### src/common/dcache_pkg.sv
`default_nettype none

package dcache_pkg;

    localparam int OFFSET_BITS = 4;
    localparam int INDEX_BITS  = 7;
    localparam int TAG_BITS    = 21;
    localparam int ROW_BITS    = 6;   // row within one bank
    localparam int LINE_BITS   = 128;
    localparam int WORD_BITS   = 64;
    localparam int NUM_BANKS   = 4;

    typedef logic [LINE_BITS-1:0] line_t;
    typedef logic [WORD_BITS-1:0] word_t;
    typedef logic [7:0]           strb_t;

    // bus address, seen raw or split into cache fields
    typedef union packed {
        logic [TAG_BITS+INDEX_BITS+OFFSET_BITS-1:0] raw;
        struct packed {
            logic [TAG_BITS-1:0]    tag;
            logic [INDEX_BITS-1:0]  index;
            logic [OFFSET_BITS-1:0] offset;
        } f;
    } line_addr_u;

    typedef enum logic [2:0] {
        IDLE,
        LOOKUP,   // read hit in flight
        MISS,     // waiting on refill beats
        REPLACE,  // install or start victim read
        REWAIT,   // victim line coming out of the bank
        REFILL    // write back victim, then install
    } state_t;

endpackage

`default_nettype wire

### src/req_align.sv
`timescale 1ns/1ps
`default_nettype none

module req_align
    import dcache_pkg::*;
(
    input  wire [OFFSET_BITS-1:0] offset,
    input  wire strb_t            wstrb,
    input  wire word_t            wdata,
    output line_t                 bit_mask,    // active low, 0 means write
    output line_t                 line_wdata
);

    word_t      byte_mask;
    word_t      half_mask;
    word_t      half_data;
    logic [5:0] shamt;

    always_comb begin
        for (int i = 0; i < 8; i++) begin
            byte_mask[i*8 +: 8] = {8{wstrb[i]}};
        end
    end

    assign shamt     = {offset[2:0], 3'b000};   // byte offset in bits
    assign half_mask = byte_mask << shamt;
    assign half_data = wdata << shamt;

    // top offset bit picks the upper or lower half of the line
    assign bit_mask = offset[3] ? {~half_mask, {WORD_BITS{1'b1}}}
                                : {{WORD_BITS{1'b1}}, ~half_mask};
    assign line_wdata = offset[3] ? {half_data, {WORD_BITS{1'b0}}}
                                  : {{WORD_BITS{1'b0}}, half_data};

endmodule

`default_nettype wire

### config.mk
export PLATFORM = sky130hd
export DESIGN_NAME = req_align
export DESIGN_NICKNAME = d
export VERILOG_FILES = /design/src/common/dcache_pkg.sv /design/src/req_align.sv
export SDC_FILE = /design/constraint.sdc
export NUM_CORES = 1
export LEC_CHECK = 0
export BUFFER_PORTS_ARGS = -buffer_cell sky130_fd_sc_hd__buf_2
export CORE_AREA = 2 2 130 132
export DETAILED_ROUTE_END_ITERATION = 8
export DIE_AREA = 0 0 132 134
export PLACE_DENSITY = 0.6
export SYNTH_ARGS = -nofsm -noshare
export SYNTH_HDL_FRONTEND = slang
export SYNTH_SLANG_ARGS = --single-unit
### constraint.sdc
create_clock -name vclk -period 2.6
set_clock_uncertainty 0.15 [all_clocks]
set_input_delay 0.52 -clock vclk [all_inputs]
set_output_delay 0.52 -clock vclk [all_outputs]
set_load 0.05 [all_outputs]
==> impl_metrics.toml <==
[yosys]
synthXorXnorAreaFrac_pct = 0
netlist_instances = 462
yosys.area.top_type_share_pct = 26.1
synth-simple-area-share_pct = 19.0
yosysSeqAreaShare_pct = 0
synth_most_common_cell = "buf_4"
synth_compound_area_share_pct = 20.5
netlist_area_um2 = 3340
synth.area.mux_share_pct = 28.8
synthTopCellsByArea = "buf_4 (26%), mux2_2 (17%), mux2i_1 (12%)"
synth_warnings = 0
synth_cell_type_count = 31
synth_area_per_cell_um2 = 7.23
synth_fa_ha_area_share_pct = 0
synth_top_area_cell = "buf_4"
synth_common_cells = "buf_4 (116), nor2_1 (60), mux2_2 (49)"
synth_top_family_by_area = "buffers and inverters"
synth_fp_nets = 538

[clock_network]
postCtsHoldBufs = 0

[place]
gp_congestion = 0.890
port_buffers = 332
pre_cts_ws_ns = -0.0824
dp.cells = 947
dpl.hpwl_um = 14900

[outcome]
status = "finished, final reports clean"

[global_route]
grt_pass1_wl_um = 25200
antenna_found_initial = 1
grt_max_degree = 41
grt_overflow = 0
grt_usage_pct = 18.1
grt_pass1_vias = 4180

[power_and_ir_drop]
p_seq_share_pct = 0
peakVddDrop_mv = 0.158
internal-power_w = 0.000630
power_density_nw_per_um2 = 333
power.leakage_nw = 2.85
clock_power_share_pct = 0
switching_share_pct = 68.3
power_w = 0.00198
power_frac_comb_pct = 100.0
p_sw_w = 0.00135

[final_layout]
antenna_cells = 0
register_area_um2 = 0
drive_above_1_share_pct = 77.4
nClkBuffers = 0
fin_nets = 814
instances_no_fill = 956
areaGrowthSynthToFinish_pct = 78.2
seq_cell_count = 0

[drt]
first_pass_iters = 4
wl_per_cell_um = 19.2
drc = 0
vias_per_cell = 4.62
num_vias = 4414
routed_wl_um = 18300
antenna_left = 0
drt_iter0_drc = 179

[setup_path]
cp.arrival_ns = 1.91
crit_fanout = 8
critPathCaptureType = "output pin"
crit_type = "in -> out"
cp.required_ns = 1.93
critical_path.startpoint_type = "input pin"

[die]
rows = 47
start_util_pct = 20.5
dieArea_um2 = 17700
fp.coreArea_um2 = 16300
dieHeight_um = 134
io_pins = 332
fp.dieW_um = 132

[timing]
tns_ns = 0
setup_viol = 0
fin_ws_ns = 0.0224
max_slew_margin_pct = 71.2
period_share_pct = 99.1
worstMarginPinSlew_ns = 0.423
fmax_mhz = 388
period_minus_slack_ns = 2.58
finalMaxSlewViolations = 0
finalHoldViolations = 0

[flow_run]
maxCapViolations = 0

[worst_hold_path]
holdCritPathClass = "in -> out"
-- power groups by stage --
| stage | clock network (W) | registers, W | logic (W) |
|---|---|---|---|
| after floorplan | 0 | 0 | 0.00141 |
| after global placement | 0 | 0 | 0.00184 |
| after detailed placement | 0 | 0 | 0.00184 |
| after CTS | 0 | 0 | 0.00187 |
| after global routing | 0 | 0 | 0.00207 |
| final | 0 | 0 | 0.00198 |
-- through the flow --
| stage | area, µm² | util (%) | hold slack [ns] |
|---|---|---|---|
| finish | 5950 | 36.5 | 1.35 |
| global route | 5950 | 36.5 | 1.38 |
| floorplan | 3660 | - | 1.09 |
| CTS | 5480 | 33.6 | 1.36 |
| detailed placement | 5400 | 33.2 | 1.36 |
| global placement | 5400 | 33.2 | 1.37 |
-- placed cells by master, fill, tap and decap left out, types with 2 or more instances in the layout --
| master | synthesis | final |
|---|---|---|
| nor2b_2 | 0 | 2 |
| nand2b_2 | 0 | 2 |
| mux2i_4 | 0 | 2 |
| nand2b_1 | 6 | 4 |
| nor2_2 | 1 | 25 |
| a211oi_1 | 16 | 10 |
| nor3_2 | 1 | 4 |
| and2_1 | 17 | 17 |
| mux2i_1 | 41 | 31 |
| a22oi_2 | 8 | 15 |
| nor2b_1 | 5 | 3 |
| clkbuf_4 | 0 | 25 |
| clkbuf_16 | 0 | 5 |
| buf_4 | 116 | 88 |
| nand2_1 | 16 | 10 |
| buf_8 | 0 | 8 |
| a211oi_2 | 0 | 6 |
| clkinv_1 | 2 | 2 |
| o22ai_1 | 24 | 24 |
| nor2_1 | 60 | 36 |
| o21ai_1 | 0 | 2 |
| mux2i_2 | 0 | 8 |
| nand3_2 | 0 | 3 |
| nand2_2 | 0 | 6 |
| o2bb2ai_2 | 0 | 15 |
| buf_12 | 0 | 25 |
| buf_2 | 13 | 261 |
| buf_6 | 5 | 10 |
| nor3_1 | 16 | 13 |
| mux2_2 | 49 | 48 |
| o2bb2ai_1 | 24 | 9 |
| o21ai_2 | 0 | 6 |
-- logic make-up after synthesis --
kind of cell,after synthesis
mux,90
compound gates,89
simple gates,132
buf+inv,151
-- repair_timing --
action | 4_1_cts | 5_1_grt
gates resized for setup | 28 | 107
setup buffers | 0 | 4
pin swaps | 3 | 6
gates cloned | 0 | 5
setup endpoints to repair | 60 | 152
-- final timing paths --
check | from | endpoint | slack, ns | cells after the start
hold / removal | wdata[1] | line_wdata[33] | 1.35 | 4
setup / recovery | offset[1] | bit_mask[62] | 0.02 | 8
-- per-layer routing --
metal | part of all wire, % | track usage [%] | vias to the layer above
met5 | 0 | 0 | -
met4 | 0.79 | 1.33 | 0
met3 | 6.1 | 2.42 | 12
met2 | 49 | 32.0 | 221
met1 | 44 | 24.5 | 2087
li1 | - | - | 2094
-- cell type report --
type	instances	area [µm²]
Inverter	3	13.8
Fill cell	1736	10300
Tap cell	220	275
Multi-Input combinational cell	311	2650
Timing Repair Buffer	422	3010
-- worst max-delay path, cell delays in order --
cell and delay (ns):
buf_12 0.13, buf_12 0.14, buf_4 0.14, mux2i_4 0.19, a22oi_2 0.20, buf_4 0.15, nand3_4 0.19, buf_8 0.23
Note: power is estimated with default switching activity, not from simulation.
