### src/common/dcache_pkg.sv
`default_nettype none

package dcache_pkg;

    localparam int OFFSET_BITS = 4;
    localparam int INDEX_BITS  = 7;
    localparam int TAG_BITS    = 21;
    localparam int ROW_BITS    = 6;   // row within one bank
    localparam int LINE_BITS   = 128;
    localparam int WORD_BITS   = 64;
    localparam int NUM_BANKS   = 4;

    typedef logic [LINE_BITS-1:0] line_t;
    typedef logic [WORD_BITS-1:0] word_t;
    typedef logic [7:0]           strb_t;

    // bus address, seen raw or split into cache fields
    typedef union packed {
        logic [TAG_BITS+INDEX_BITS+OFFSET_BITS-1:0] raw;
        struct packed {
            logic [TAG_BITS-1:0]    tag;
            logic [INDEX_BITS-1:0]  index;
            logic [OFFSET_BITS-1:0] offset;
        } f;
    } line_addr_u;

    typedef enum logic [2:0] {
        IDLE,
        LOOKUP,   // read hit in flight
        MISS,     // waiting on refill beats
        REPLACE,  // install or start victim read
        REWAIT,   // victim line coming out of the bank
        REFILL    // write back victim, then install
    } state_t;

endpackage

`default_nettype wire

### src/bank_port.sv
`timescale 1ns/1ps
`default_nettype none

module bank_port
    import dcache_pkg::*;
(
    input  wire                                clk,
    input  wire                                rst,
    input  wire                                bank_en,
    input  wire                                bank_we,
    input  wire [$clog2(NUM_BANKS)-1:0]        bank_sel,
    input  wire [ROW_BITS-1:0]                 row,
    input  wire line_t                         mask,
    input  wire line_t                         wdata,
    output logic [NUM_BANKS-1:0][ROW_BITS-1:0] sram_addr,
    output logic [NUM_BANKS-1:0]               sram_cen,
    output logic [NUM_BANKS-1:0]               sram_wen,
    output line_t [NUM_BANKS-1:0]              sram_wmask,
    output line_t [NUM_BANKS-1:0]              sram_wdata,
    input  wire line_t [NUM_BANKS-1:0]         sram_rdata,
    output line_t                              rdata
);

    logic [$clog2(NUM_BANKS)-1:0] pin_sel;   // bank on the pins now
    logic [$clog2(NUM_BANKS)-1:0] rd_bank;   // bank whose data is out now

    always_ff @(posedge clk) begin
        if (rst) begin
            sram_cen <= '1;
            sram_wen <= '1;
            pin_sel  <= '0;
            rd_bank  <= '0;
        end else begin
            for (int b = 0; b < NUM_BANKS; b++) begin
                sram_cen[b] <= !(bank_en && bank_sel == b);
                sram_wen[b] <= !(bank_en && bank_we && bank_sel == b);
            end
            if (bank_en) begin
                pin_sel <= bank_sel;
            end
            rd_bank <= pin_sel;
        end
    end

    always_ff @(posedge clk) begin
        if (bank_en) begin
            sram_addr[bank_sel]  <= row;
            sram_wmask[bank_sel] <= mask;
            sram_wdata[bank_sel] <= wdata;
        end
    end

    assign rdata = sram_rdata[rd_bank];

    a_one_bank: assert property (@(posedge clk) disable iff (rst) $onehot0(~sram_cen));

endmodule

`default_nettype wire

### config.mk
export PLATFORM = sky130hd
export DESIGN_NAME = bank_port
export DESIGN_NICKNAME = d
export VERILOG_FILES = /design/src/common/dcache_pkg.sv /design/src/bank_port.sv
export SDC_FILE = /design/constraint.sdc
export NUM_CORES = 1
export LEC_CHECK = 0
export ABC_AREA = 1
export BUFFER_PORTS_ARGS = -buffer_cell sky130_fd_sc_hd__buf_4
export CAP_MARGIN = 30
export CORE_AREA = 2 2 771 773
export CTS_CLUSTER_DIAMETER = 40
export DETAILED_ROUTE_END_ITERATION = 10
export DIE_AREA = 0 0 773 775
export GPL_TIMING_DRIVEN = 1
export PLACE_DENSITY = 0.3
export SYNTH_ARGS = -nofsm -noshare
export SYNTH_HDL_FRONTEND = slang
export SYNTH_SLANG_ARGS = --single-unit
### constraint.sdc
create_clock -name clk -period 59.2 [get_ports clk]
set_clock_uncertainty 0.1 [all_clocks]
set_input_delay 11.84 -clock clk [delete_from_list [all_inputs] [get_ports clk]]
set_output_delay 11.84 -clock clk [all_outputs]
set_load 0.02 [all_outputs]
==> results.py, run 1 <==
metrics = {
    "clocking": {
        "cts_buffers": 225,
        "cts_resized": 0,
        "postCtsHoldBufs": 0,
        "clk_pin_slew_ns": 0.05,
        "cts_tree": "done",
        "cts.sink_count": 1060,
        "h-tree-depth": 4,
        "cts_root_buf": "clkbuf_16",
        "postCtsSetupBuffers": 0,
        "clockBufferDepth": 4,
        "clk_latency_ns": 0.90,
    },
    "synthesis": {
        "synth_edf_count": 1048,
        "yosysTopAreaCell": "edfxtp_1",
        "syn-num-nets": 3363,
        "synth_seq_area_share_pct": 83.5,
        "ys_warn_count": 0,
        "synth.area.top_cells": "edfxtp_1 83%, nand2_1 6.4%, inv_1 5.1%",
        "synthCells": 2583,
        "synth_cell_types": 15,
        "yosysTopAreaCellShare_pct": 82.9,
        "dominantRegCellSynth": "edfxtp_1",
        "async_reset_ff_share_pct": 0,
        "synth.avg_cell_area_sq_um": 14.7,
        "ys_ff_latch": 1060,
        "netlist_area_sq_mm": 0.0380,
    },
    "setup_path": {
        "critPathLaunchType": "primary input",
        "critPathArrivalTime_ns": 13.46,
        "critical_path.top_delay_family": "simple AND/OR/NAND/NOR gates",
        "critical_path_peak_fanout": 1,
        "cpPeakStageDelay_ns": 0.43,
        "worst-path-buf-inv": 3,
        "cp-end-kind": "output port",
        "path_class": "in -> out",
        "worst_ep_required_time_ns": 47.26,
        "crit_chain": "buf_4 -> inv_1 -> nand2_1 -> nand3_1 -> nand2_1 -> buf_4",
        "crit_slowest_cell": "nand2_1",
    },
    "detailed_routing": {
        "wl_per_cell_microns": 27.7,
        "remaining_drc_errors": 0,
        "drtIter0Drc": 1760,
        "ant_nets": 0,
        "dr.pass1.iters": 5,
        "finalWirelength_microns": 355000,
        "routed_via_density": 2.42,
        "vias": 30900,
    },
    "placement": {
        "gp_congestion": 0.934,
        "dp_cells": 12300,
        "pre_cts_ws_ns": 33.40,
        "hpwl_microns": 302000,
        "io_buffers": 1963,
    },
    "floorplan": {
        "rows": 283,
        "dieWidth_microns": 773,
        "io-pin-count": 1964,
        "dieArea_sq_mm": 0.599,
        "start_util_pct": 6.42,
        "core-area_sq_mm": 0.592,
        "fp.dieH_microns": 775,
    },
    "global_route": {
        "grt_max_degree": 105,
        "gr-total-overflow": 0,
        "antenna_found_initial": 151,
        "grt_usage_pct": 11.3,
        "grt_pass1_wl_microns": 428000,
        "grt_pass1_vias": 32400,
    },
    "power_and_ir_drop": {
        "power_mw": 2.53,
        "powerDensity_mw_per_mm2": 35.9,
        "ir_drop_mv": 0.0264,
        "power_leakage_nw": 28.2,
    },
    "layout": {
        "drive_gt1_share_pct": 48.7,
        "nets": 5508,
        "syn2layout_area_growth_pct": 85.8,
        "final_util_pct": 11.9,
        "final_common_cell": "buf_4",
        "final_cell_mix": "1,997 x buf_4, 1,048 x edfxtp_1, 647 x nand2_1, 518 x inv_1, 258 x nand3_1",
        "fin_cells": 12800,
    },
    "sta": {
        "slew_violations": 0,
        "post-route-worst-setup-slack_ns": 33.80,
        "finalHoldViolations": 0,
        "max_freq_mhz": 39.4,
        "fin_setup_tns_ns": 0,
        "slew-limit-headroom_pct": 33.6,
        "rsz0062_at_grt": "false",
        "final.min_clock_period_ns": 25.40,
        "worst_pin_slew_ns": 0.996,
        "finalSetupViolCount": 0,
        "fin_crit_sh_pct": 42.9,
    },
    "worst_hold_path": {
        "hold_path_class": "reg -> reg",
    },
    "flow_run": {
        "drv_cap": 0,
    },
    "outcome": {
        "status": "complete, no violations",
    },
}
## state kept, by name, summed over array words and instances (netlist names)
| register | cells |
|---|---|
| sram_wdata | 512 |
| sram_cen | 4 |
| pin_sel | 2 |
| rd_bank | 2 |
| sram_addr | 24 |
| sram_wen | 4 |
| sram_wmask | 512 |
## path summary, 6_finish.rpt
path,startpoint,to,slack [ns],depth (start not counted)
worst min register to register,pin_sel[0]$_SDFFE_PP0P_,rd_bank[0]$_SDFF_PP0_,0.32,2
worst max register to register,pin_sel[0]$_SDFFE_PP0P_,pin_sel[0]$_SDFFE_PP0P_,58.50,2
worst min-delay path,pin_sel[0]$_SDFFE_PP0P_,rd_bank[0]$_SDFF_PP0_,0.32,2
worst max-delay path,sram_rdata[119],rdata[119],33.80,6
## final cells by class
class                           count  area (sq um)
Sequential cell                  1060         31700
Tap cell                         7837          9810
Antenna cell                       36          90.1
Clock buffer                      242          5720
Timing Repair Buffer             2003         15100
Inverter                          521          1970
Multi-Input combinational cell    917          3800
Fill cell                       67300        521000
Clock inverter                    172          2350
## metrics by stage
stage,hold WS [ns],area [sq um]
detailed placement,0.306,62400
global placement,0.305,62400
finish,0.315,70600
floorplan,0.299,38000
global route,0.340,70500
CTS,0.315,70500
## routing by layer
layer  wire (microns)  global-route usage (%)
met1           122000                    11.6
met2           182000                    20.7
met3            41400                    5.58
met4             8520                    2.41
met5              209                       0
## where the power goes
group | switching [mW] | total (mW) | internal (mW)
registers | 0.0127 | 0.879 | 0.867
clock network | 0.473 | 1.36 | 0.890
logic | 0.196 | 0.291 | 0.0957
total | 0.681 | 2.53 | 1.85
## worst reg2reg max path, delay by kind of cell (launching register included)
family / cells / cell delay, ns
AOI/OAI and AO/OA: 1 / 0.14
DFF: 1 / 0.30
and+or+nand+nor: 1 / 0.05
## Yosys cell counts, types with 2 or more instances
library cell  count
nand2_1         647
edfxtp_1       1048
buf_6             7
nand3_1         258
nor3_1            2
nor2_1            6
dfxtp_1          12
nand4_1           2
buf_4            28
inv_1           519
buf_2            50
## cell families after synthesis
group,count (synthesis),share of synthesized area [%]
flip-flops,1060,83.5
AND/OR/NAND/NOR,915,9.91
AO/OA/AOI/OAI,2,0.0263
buffers and inverters,606,6.58
No activity file was read; power rests on OpenSTA's default activity.
==> run 2: changes to the inputs <==
==> constraint.sdc (replaced) <==
create_clock -name clk -period 23.9 [get_ports clk]
set_clock_uncertainty 0.1 [all_clocks]
set_input_delay 4.78 -clock clk [delete_from_list [all_inputs] [get_ports clk]]
set_output_delay 4.78 -clock clk [all_outputs]
set_load 0.02 [all_outputs]
==> results.py, run 2 (synthesized netlist as in run 1, its figures left out) <==
metrics = {
    "worst_hold_path": {
        "holdPathStages": 2,
        "min_to": "rd_bank[0]$_SDFF_PP0_",
        "hold_path_class": "reg -> reg",
        "hold_start": "pin_sel[0]$_SDFFE_PP0P_",
    },
    "floorplan": {
        "rows": 283,
        "io-pin-count": 1964,
        "dieWidth_microns": 773,
        "fp.dieH_microns": 775,
        "core-area_sq_mm": 0.592,
        "start_util_pct": 6.42,
        "dieArea_sq_mm": 0.599,
    },
    "sta": {
        "finalSetupViolCount": 0,
        "final.min_clock_period_ns": 11.05,
        "finalHoldViolations": 0,
        "fin_crit_sh_pct": 46.2,
        "post-route-worst-setup-slack_ns": 12.85,
        "max_freq_mhz": 90.5,
        "slew_violations": 0,
        "rsz0062_at_grt": "false",
        "slew-limit-headroom_pct": 2.88,
        "fin_setup_tns_ns": 0,
        "worst_pin_slew_ns": 1.46,
    },
    "layout": {
        "nets": 5508,
        "drive_gt1_share_pct": 48.6,
        "largest_registers": "sram_wdata (512), sram_wmask (512), sram_addr (24)",
        "syn2layout_area_growth_pct": 85.1,
        "final_common_cell": "buf_4",
        "final_cell_mix": "1,997 x buf_4, 1,048 x edfxtp_1, 647 x nand2_1, 518 x inv_1, 258 x nand3_1",
        "num-fill-cells": 67300,
    },
    "placement": {
        "gp_congestion": 0.933,
        "pre_cts_ws_ns": 12.52,
        "io_buffers": 1963,
        "hpwl_microns": 290000,
    },
    "detailed_routing": {
        "dr.pass1.iters": 5,
        "remaining_drc_errors": 0,
        "routed_via_density": 2.43,
        "drtIter0Drc": 1791,
        "vias": 31100,
        "wl_per_cell_microns": 26.8,
        "finalWirelength_microns": 343000,
        "ant_nets": 0,
    },
    "global_route": {
        "grt_pass1_vias": 32500,
        "antenna_found_initial": 188,
        "grt_max_degree": 110,
        "gr-total-overflow": 0,
        "grt_usage_pct": 10.9,
        "grt_pass1_wl_microns": 416000,
    },
    "setup_path": {
        "r2r-start": "pin_sel[0]$_SDFFE_PP0P_",
        "cp-end-kind": "output port",
        "path_class": "in -> out",
        "reg2reg_to": "pin_sel[0]$_SDFFE_PP0P_",
        "critical_path_peak_fanout": 1,
        "reg2reg_slack_ns": 23.17,
        "critPathArrivalTime_ns": 6.17,
        "critPathLaunchType": "primary input",
        "rr_worst_depth": 2,
        "worst_ep_required_time_ns": 19.02,
    },
    "clocking": {
        "cts_root_buf": "clkbuf_16",
        "postCtsSetupBuffers": 0,
        "h-tree-depth": 4,
        "cts.sink_count": 1060,
        "clk_latency_ns": 0.90,
        "clockBufferDepth": 4,
        "cts_buffers": 222,
        "cts_tree": "done",
        "postCtsHoldBufs": 0,
        "cts_resized": 0,
        "clk_pin_slew_ns": 0.04,
    },
    "power_and_ir_drop": {
        "clockPowerShare_pct": 52.9,
        "powerDensity_mw_per_mm2": 87.1,
        "swShare_pct": 27.5,
        "combinationalPowerShare_pct": 11.6,
        "switching_power_mw": 1.68,
        "p_int_mw": 4.44,
        "power_leakage_nw": 28.0,
        "seq_power_share_pct": 35.5,
        "ir_drop_mv": 0.0635,
    },
    "flow_run": {
        "drv_cap": 0,
    },
    "outcome": {
        "status": "complete, no violations",
    },
}
==> run 2: routing by layer <==
layer | global-route usage, % | up-vias | wire length, microns | share of wire [%]
met5 | 0 | - | 399 | 0.12
met4 | 2.57 | 64 | 9480 | 2.8
met3 | 6.24 | 441 | 44300 | 13
met2 | 20.1 | 1979 | 177000 | 52
met1 | 10.5 | 15600 | 112000 | 33
li1 | - | 13000 | - | -
==> run 2: stage by stage <==
step | instances | power, mW | utilization, % | area (sq um) | hold slack, ns
6_report | 12800 | 6.12 | 11.9 | 70300 | 0.316
5_1_grt | 12800 | 6.36 | 11.9 | 70300 | 0.350
4_1_cts | 12800 | 6.28 | 11.9 | 70300 | 0.318
3_5_place_dp | 12300 | 2.96 | 10.6 | 62500 | 0.308
3_3_place_gp | 12300 | 2.96 | 10.5 | 62400 | 0.306
2_1_floorplan | 2583 | 2.45 | - | 38000 | 0.299
==> run 2: how the worst max path moves through the flow <==
stage                          startpoint                 endpoint  slack [ns]  cells past startpoint
after floorplan                   bank_en  sram_addr[12]$_DFFE_PP_        7.14                      2
after global placement    sram_rdata[119]               rdata[119]       12.46                      6
after detailed placement  sram_rdata[119]               rdata[119]       12.52                      6
after CTS                 sram_rdata[119]               rdata[119]       12.52                      6
after global routing      sram_rdata[119]               rdata[119]       12.60                      6
final                     sram_rdata[119]               rdata[119]       12.85                      6
==> run 2: final cells by class <==
type	count	area, sq um	area share, %
Antenna cell	26	65.1	0.0925
Multi-Input combinational cell	917	3810	5.42
Timing Repair Buffer	2006	15200	21.6
Tap cell	7837	9810	13.9
Sequential cell	1060	31700	45.1
Inverter	521	1970	2.81
Clock buffer	235	5650	8.03
Clock inverter	180	2110	3.00
==> run 2: worst max-delay path, cell delays in order <==
cell and delay [ns]:
buf_4 0.11, inv_1 0.06, nand2_1 0.33, nand3_1 0.18, nand2_1 0.35, buf_4 0.32
==> run 2: power by group through the flow <==
stage          sequential (mW)  clock, mW  combinational [mW]
2_1_floorplan             2.34          0               0.118
3_3_place_gp              2.21          0               0.747
3_5_place_dp              2.21          0               0.747
4_1_cts                   2.18       3.35               0.748
5_1_grt                   2.18       3.42               0.758
6_report                  2.17       3.24               0.711
